## config.mk

```make
export PLATFORM = sky130hd
export DESIGN_NAME = gb80_bus_top
export DESIGN_NICKNAME = d
export VERILOG_FILES = /design/src/gb80_bus_pkg.sv /design/src/gb80_bus_top.sv /design/src/bus_router.sv /design/src/high_ram.sv /design/src/interrupt_ctrl.sv
export VERILOG_INCLUDE_DIRS = /design/src
export SDC_FILE = /design/constraint.sdc
export NUM_CORES = 1
export LEC_CHECK = 0
export ABC_AREA = 1
export ABC_CLOCK_PERIOD_IN_PS = 1300
export BUFFER_PORTS_ARGS = -buffer_cell sky130_fd_sc_hd__buf_2
export CAP_MARGIN = 20
export CORE_ASPECT_RATIO = 1.5
export CORE_MARGIN = 2
export CORE_UTILIZATION = 40
export CTS_BUF_LIST = sky130_fd_sc_hd__clkbuf_16
export DETAILED_ROUTE_END_ITERATION = 6
export PLACE_DENSITY_LB_ADDON = 0.2
export SYNTH_ARGS = -nofsm -noshare
export SYNTH_HDL_FRONTEND = slang
export SYNTH_SLANG_ARGS = --single-unit
```

## constraint.sdc

```tcl
create_clock -name clock -period 1.3 [get_ports clock]
set_input_delay 0.13 -clock clock [delete_from_list [all_inputs] [get_ports clock]]
set_output_delay 0.13 -clock clock [all_outputs]
set_load 0.05 [all_outputs]
```

## src/gb80_bus_settings.svh

```systemverilog
`ifndef GB80_BUS_SETTINGS_SVH
`define GB80_BUS_SETTINGS_SVH

// High memory window, internal RAM only
`define GB80_HIGH_START 16'hff80
`define GB80_HIGH_END 16'hfffe

// Memory mapped interrupt registers
`define GB80_MMIO_IF 16'hff0f
`define GB80_MMIO_IE 16'hffff

// One byte per address in the window
`define GB80_HIGH_DEPTH 127

// Vector of vblank, each lower priority source adds 8
`define GB80_INT_VECTOR_BASE 8'h40

`endif
```

## src/gb80_bus_pkg.sv

```systemverilog
package gb80_bus_pkg;

   // Page and offset bytes of an address
   typedef struct packed {
      logic [7:0] page;
      logic [7:0] offset;
   } bus_addr_split_t;

   // Whole word for exact matches, split view for the high window
   typedef union packed {
      logic [15:0]     word;
      bus_addr_split_t split;
   } bus_addr_t;

   // Interrupt sources, vblank in bit 0 and highest priority
   typedef struct packed {
      logic hilo;
      logic serial;
      logic tima;
      logic lcdc;
      logic vblank;
   } int_bits_t;

   // One CPU access, read and write are single cycle strobes
   typedef struct packed {
      bus_addr_t  addr;
      logic [7:0] wdata;
      logic       read;
      logic       write;
   } cpu_req_t;

   // External memory strobes
   typedef struct packed {
      logic [15:0] addr;
      logic [7:0]  wdata;
      logic        we;
      logic        re;
   } ext_bus_t;

   // Target of an access
   typedef enum logic [1:0] {
      REGION_EXTERNAL,
      REGION_HIGH,
      REGION_IF,
      REGION_IE
   } region_t;

endpackage

```

## src/gb80_bus_top.sv

```systemverilog
module gb80_bus_top
   import gb80_bus_pkg::*;
(
   input  logic       clock,
   input  logic       reset,
   input  cpu_req_t   cpu_req,
   input  logic       cpu_mem_disable,
   input  logic [7:0] ext_rdata,
   input  int_bits_t  irq,
   input  logic       int_ack,
   output ext_bus_t   ext_bus,
   output logic [7:0] rdata,
   output region_t    region,
   output logic       int_pending,
   output logic [7:0] int_vector
);

   // Router to high RAM
   logic       ram_we;
   logic [6:0] ram_offset;
   logic [7:0] ram_wdata;
   logic [7:0] ram_rdata;

   // Router to interrupt registers
   logic       flag_we;
   logic       enable_we;
   logic [7:0] reg_wdata;
   int_bits_t  int_flags;
   int_bits_t  int_enables;

   bus_router router (
      .clock           (clock),
      .reset           (reset),
      .cpu_req         (cpu_req),
      .cpu_mem_disable (cpu_mem_disable),
      .ext_rdata       (ext_rdata),
      .ram_rdata       (ram_rdata),
      .int_flags       (int_flags),
      .int_enables     (int_enables),
      .ram_we          (ram_we),
      .ram_offset      (ram_offset),
      .ram_wdata       (ram_wdata),
      .flag_we         (flag_we),
      .enable_we       (enable_we),
      .reg_wdata       (reg_wdata),
      .ext_bus         (ext_bus),
      .region          (region),
      .rdata           (rdata)
   );

   high_ram hram (
      .clock      (clock),
      .ram_we     (ram_we),
      .ram_offset (ram_offset),
      .ram_wdata  (ram_wdata),
      .ram_rdata  (ram_rdata)
   );

   interrupt_ctrl intc (
      .clock       (clock),
      .reset       (reset),
      .irq         (irq),
      .int_ack     (int_ack),
      .flag_we     (flag_we),
      .enable_we   (enable_we),
      .reg_wdata   (reg_wdata),
      .int_flags   (int_flags),
      .int_enables (int_enables),
      .int_pending (int_pending),
      .int_vector  (int_vector)
   );

endmodule

```

## src/bus_router.sv

```systemverilog
`include "gb80_bus_settings.svh"

module bus_router
   import gb80_bus_pkg::*;
(
   input  logic       clock,
   input  logic       reset,
   input  cpu_req_t   cpu_req,
   input  logic       cpu_mem_disable,
   input  logic [7:0] ext_rdata,
   input  logic [7:0] ram_rdata,
   input  int_bits_t  int_flags,
   input  int_bits_t  int_enables,
   output logic       ram_we,
   output logic [6:0] ram_offset,
   output logic [7:0] ram_wdata,
   output logic       flag_we,
   output logic       enable_we,
   output logic [7:0] reg_wdata,
   output ext_bus_t   ext_bus,
   output region_t    region,
   output logic [7:0] rdata
);

   // Window limits in the split view
   localparam bus_addr_t high_start = `GB80_HIGH_START;
   localparam bus_addr_t high_end = `GB80_HIGH_END;

   logic       in_high_window;
   // Offset within the window, before trimming to 7 bits
   logic [7:0] offset_diff;
   // External strobes allowed this cycle
   logic       ext_enable;
   // Read result before the data buffer
   logic [7:0] read_mux;
   // Data buffer
   logic [7:0] rdata_q;

   // High window test on page and offset bytes
   assign in_high_window = (cpu_req.addr.split.page == high_start.split.page) &&
                           (cpu_req.addr.split.offset >= high_start.split.offset) &&
                           (cpu_req.addr.split.offset <= high_end.split.offset);

   // Region decode
   always_comb begin
      // IE sits right past the window, match it first
      if (cpu_req.addr.word == `GB80_MMIO_IE) begin
         region = REGION_IE;
      end else if (cpu_req.addr.word == `GB80_MMIO_IF) begin
         region = REGION_IF;
      end else if (in_high_window) begin
         region = REGION_HIGH;
      end else begin
         region = REGION_EXTERNAL;
      end
   end

   // RAM index
   assign offset_diff = cpu_req.addr.split.offset - high_start.split.offset;
   assign ram_offset = offset_diff[6:0];
   assign ram_wdata = cpu_req.wdata;
   assign ram_we = cpu_req.write && (region == REGION_HIGH);

   // Interrupt register writes
   assign reg_wdata = cpu_req.wdata;
   assign flag_we = cpu_req.write && (region == REGION_IF);
   assign enable_we = cpu_req.write && (region == REGION_IE);

   // External bus, same cycle as the request
   assign ext_enable = (region == REGION_EXTERNAL) && !cpu_mem_disable;

   always_comb begin
      ext_bus.addr = cpu_req.addr.word;
      ext_bus.wdata = cpu_req.wdata;
      ext_bus.we = cpu_req.write && ext_enable;
      ext_bus.re = cpu_req.read && ext_enable;
   end

   // Read source select
   always_comb begin
      case (region)
         REGION_HIGH: read_mux = ram_rdata;
         REGION_IF: read_mux = {3'b000, int_flags};
         REGION_IE: read_mux = {3'b000, int_enables};
         // Disabled external bus reads as zero
         default: read_mux = cpu_mem_disable ? 8'h00 : ext_rdata;
      endcase
   end

   // Loaded by every read, held until the next one
   always_ff @(posedge clock or posedge reset) begin
      if (reset) begin
         rdata_q <= 8'h00;
      end else if (cpu_req.read) begin
         rdata_q <= read_mux;
      end
   end

   assign rdata = rdata_q;

endmodule

```

## src/high_ram.sv

```systemverilog
`include "gb80_bus_settings.svh"

module high_ram (
   input  logic       clock,
   input  logic       ram_we,
   input  logic [6:0] ram_offset,
   input  logic [7:0] ram_wdata,
   output logic [7:0] ram_rdata
);

   // FF80 through FFFE, offset 0 is FF80
   logic [7:0] mem [`GB80_HIGH_DEPTH];

   // Write lands at the end of the strobe cycle
   always_ff @(posedge clock) begin
      if (ram_we) begin
         mem[ram_offset] <= ram_wdata;
      end
   end

   // Combinational read
   // Router captures it into the data buffer
   assign ram_rdata = mem[ram_offset];

endmodule

```

## src/interrupt_ctrl.sv

```systemverilog
`include "gb80_bus_settings.svh"

module interrupt_ctrl
   import gb80_bus_pkg::*;
(
   input  logic       clock,
   input  logic       reset,
   input  int_bits_t  irq,
   input  logic       int_ack,
   input  logic       flag_we,
   input  logic       enable_we,
   input  logic [7:0] reg_wdata,
   output int_bits_t  int_flags,
   output int_bits_t  int_enables,
   output logic       int_pending,
   output logic [7:0] int_vector
);

   // Requested and enabled sources
   logic [4:0] active;
   // Winning source index, 0 is vblank
   logic [2:0] sel_index;
   // One-hot of the winning source, zero when idle
   logic [4:0] sel_bit;
   // IF value loaded at the next edge
   int_bits_t  flags_next;

   assign active = int_flags & int_enables;

   // Anything enabled and flagged
   assign int_pending = |active;

   // Priority encoder
   always_comb begin
      sel_index = 3'd0;
      sel_bit = 5'b00000;
      // Scan from hi-lo down, last hit is the lowest set bit
      for (int i = 4; i >= 0; i--) begin
         if (active[i]) begin
            sel_index = 3'(i);
            sel_bit = 5'b00001 << i;
         end
      end
   end

   // Base plus eight times the index
   assign int_vector = `GB80_INT_VECTOR_BASE + {2'b00, sel_index, 3'b000};

   // Next IF
   always_comb begin
      if (flag_we) begin
         // CPU write to FF0F, upper three bits dropped
         flags_next = int_bits_t'(reg_wdata[4:0]);
      end else if (int_ack) begin
         // Serviced flag only, no-op when nothing pends
         flags_next = int_bits_t'(int_flags & ~sel_bit);
      end else begin
         flags_next = int_flags;
      end
      // New requests always win over clearing
      flags_next = int_bits_t'(flags_next | irq);
   end

   always_ff @(posedge clock or posedge reset) begin
      if (reset) begin
         int_flags <= '0;
      end else begin
         int_flags <= flags_next;
      end
   end

   // IE only changes on a CPU write to FFFF
   always_ff @(posedge clock or posedge reset) begin
      if (reset) begin
         int_enables <= '0;
      end else if (enable_we) begin
         int_enables <= int_bits_t'(reg_wdata[4:0]);
      end
   end

endmodule

```

==> results.py <==
metrics = {
    "die": {
        "dieArea_mm2": 0.109,
        "initial_core_util": 0.403,
        "row_count": 146,
        "fp.dieW_um": 270,
        "design.portCount": 88,
        "dieHeight_um": 403,
        "core_area_mm2": 0.105,
    },
    "synth": {
        "ys_warn_count": 0,
        "ys.flop_type": "edfxtp_1",
        "ys_seq_area_frac": 0.731,
        "syn_inst": 3703,
        "ys_types": 33,
        "ys_async_sr_fraction": 0.0174,
        "avgSynthCellArea_um2": 11.4,
        "synth_edf_count": 1016,
        "netlist_area_mm2": 0.0424,
        "synth_seq_cells": 1034,
    },
    "worst_setup_path": {
        "critPathRequiredTime_ps": 1170,
        "worstReg2RegEnd": "router.rdata[2]$_DFFE_PP0P_",
        "timing.critical_path.arrival_ps": 1700,
        "rrSetupSlack_ps": -410,
        "r2r_start": "hram.mem[122][2]$_DFFE_PP_",
        "path_class": "flop to primary output",
        "critPathMaxFanout": 3,
        "rr_worst_depth": 17,
        "cp-start-kind": "flop",
        "cp-end-kind": "primary output",
    },
    "timing": {
        "fin_tns_setup_ps": -36090,
        "rsz0062_at_grt": "yes",
        "finalCriticalPeriod_ps": 1830,
        "skew_ps": 17.7,
        "hold_viol_final": 0,
        "worst_slack_ps": -534,
        "max_freq_ghz": 0.545,
        "slew_violations": 0,
        "slew_headroom": 0.528,
        "period_share": 1.41,
        "finalSetupViolCount": 651,
        "worst_pin_slew_ps": 706,
    },
    "drt": {
        "drtIter0Drc": 2159,
        "ant_nets": 0,
        "first_pass_iters": 7,
        "vias": 29300,
        "drt-met1-wl_um": 49400,
        "route.met2.wl_um": 69800,
        "wl_met3_um": 5760,
        "routedWlPerCell_um": 23.0,
        "highest_layer": "met4",
        "viasPerCell": 5.07,
        "drt-total-wl_um": 133000,
        "drc": 0,
    },
    "pwr": {
        "p_sw_w": 0.0162,
        "peakVddDrop_mv": 1.06,
        "leakagePower_nw": 21.5,
        "p_per_area_mw_per_mm2": 1290,
        "p_int_w": 0.0561,
        "finalPower_w": 0.0723,
        "p_sw_frac": 0.224,
        "power_frac_clock": 0.417,
        "pwr-share-seq": 0.507,
        "pwr-share-comb": 0.077,
    },
    "placement": {
        "place_hpwl_um": 85400,
        "gp_congestion": 0.907,
        "io_buffers": 82,
    },
    "grt": {
        "grt-ovfl-total": 0,
        "antenna_found_initial": 3,
        "grt_pass1_vias": 29200,
        "grtUsageTotal": 0.239,
        "grt_start_max_net_pins": 75,
        "grt_pass1_wl_um": 190000,
    },
    "min_path": {
        "hp-class": "input pin to flop",
        "holdPathStages": 3,
        "holdPathEnd": "hram.mem[87][1]$_DFFE_PP_",
        "hold_start": "cpu_req[3]",
    },
    "clock_tree": {
        "cts-htree-levels": 3,
        "path_clk_slew_ps": 70,
        "cts_tree": "built",
        "cts-root-buf": "clkbuf_16",
        "clock_sinks": 1034,
        "worstSkewPairLatency_ps": 700,
        "clockBufferDepth": 3,
        "cts_buffers": 95,
    },
    "outcome": {
        "violations": "negative setup slack",
        "status": "finished with violations",
    },
    "final_layout": {
        "fin_util": 0.533,
        "syn_to_final_growth_pct": 32.5,
        "nets": 4339,
        "drive_gt1_frac": 0.257,
    },
    "job": {
        "maxCapViolCount": 0,
    },
}
[power groups by stage]
stage | Combinational (W) | Sequential (W) | Clock [W]
finish | 0.00553 | 0.0366 | 0.0301
global route | 0.00590 | 0.0366 | 0.0317
CTS | 0.00528 | 0.0366 | 0.0306
detailed placement | 0.00482 | 0.0373 | 0
global placement | 0.00480 | 0.0373 | 0
floorplan | 0.00212 | 0.0374 | 0
[Yosys cell counts (all sizes together), types with 3 or more instances]
master  count  area [µm²]
nand2    1125        4240
edfxtp   1016       30500
nor2      617        2350
inv       209         785
nand3     180         901
buf       169         966
o21ai     103         515
o22ai      86         538
nor3       36         185
clkbuf     28         106
nand4      24         150
o22a       23         201
dfrtp      18         450
nand3b     13        97.6
or2        13        81.3
a21oi      11        55.1
a22oi      11        82.6
mux2        5        56.3
clkinv      4        15.0
o21a        4        30.0
nor4        3        18.8
o31ai       3        22.5
[worst max-delay path by stage]
stage                                  endpoint  cells after the start  slack (ps)                         from
finish                            int_vector[3]                      4        -530  intc.int_flags[2]$_DFF_PP0_
global placement    router.rdata[7]$_DFFE_PP0P_                     17       -1250                  cpu_req[11]
global route        router.rdata[4]$_DFFE_PP0P_                     17        -580   hram.mem[121][4]$_DFFE_PP_
CTS                               int_vector[3]                      4        -540  intc.int_flags[2]$_DFF_PP0_
detailed placement  router.rdata[7]$_DFFE_PP0P_                     17       -1270                  cpu_req[11]
floorplan             hram.mem[69][0]$_DFFE_PP_                      9        -740                  cpu_req[21]
[layout by cell type, fill, tap and decap left out, types with 32 or more instances in the layout]
cell,n
nor2_2,50
buf_12,168
o22ai_1,76
edfxtp_1,1016
inv_1,212
buf_4,316
nor2_4,122
nor2_1,445
buf_6,79
clkbuf_16,111
buf_2,53
nand2_2,60
nand2_1,1049
o21ai_0,86
dlygate4sd3_1,32
nand3_1,168
[metal layers]
| layer | vias to the layer above | GRT usage |
|---|---|---|
| met5 | - | 0 |
| met4 | 0 | 0.132 |
| met3 | 279 | 0.0234 |
| met2 | 866 | 0.439 |
| met1 | 14400 | 0.271 |
| li1 | 13700 | - |
[area by class of cell]
type	count	area, µm²
timing repair buffer	690	8060
clock buffer	100	2500
tap	1406	1760
multi-input combinational	2262	11200
antenna	2	5.00
sequential	1034	31000
fill	8981	49100
clock inverter	75	852
inverter	213	835
[flip-flops by register name (all words and copies together), names as in the netlist]
signal / cells
router.rdata: 8
hram.mem: 1016
intc.int_enables: 5
intc.int_flags: 5
[repair_timing]
item	CTS	global route
pin swaps	64	72
setup buffers	41	27
hold endpoints to repair	252	47
hold buffers	34	4
endpoints found under the setup margin	1034	1037
gates cloned	7	11
resized for setup	284	241
[cell families (layout without fill, tap and decap cells)]
family | after synthesis | in the layout | share of synthesized area
compound gates | 241 | 241 | 0.0341
simple gates | 2011 | 2011 | 0.189
flops | 1034 | 1034 | 0.731
other cells | 2 | 7 | 0.000177
buf+inv | 410 | 1078 | 0.0442
mux | 5 | 5 | 0.00133
[metrics by stage]
step / cells / hold slack [ps] / area, µm² / worst slack (ps)
floorplan: 3706 / 68.6 / 42800 / -741
global placement: 5490 / 176 / 49400 / -1250
CTS: 5746 / 5.31 / 54700 / -536
finish: 5782 / 22.9 / 56100 / -534
global route: 5781 / 18.3 / 56100 / -581
detailed placement: 5490 / 181 / 49400 / -1270
[worst max-delay path, cell delays in order, from the launching register on]
cell	delay (ps)
dfrtp_1	410
nand2_2	120
nand3_2	100
a21oi_2	200
buf_6	180
Power figures use the tool's default switching activity.
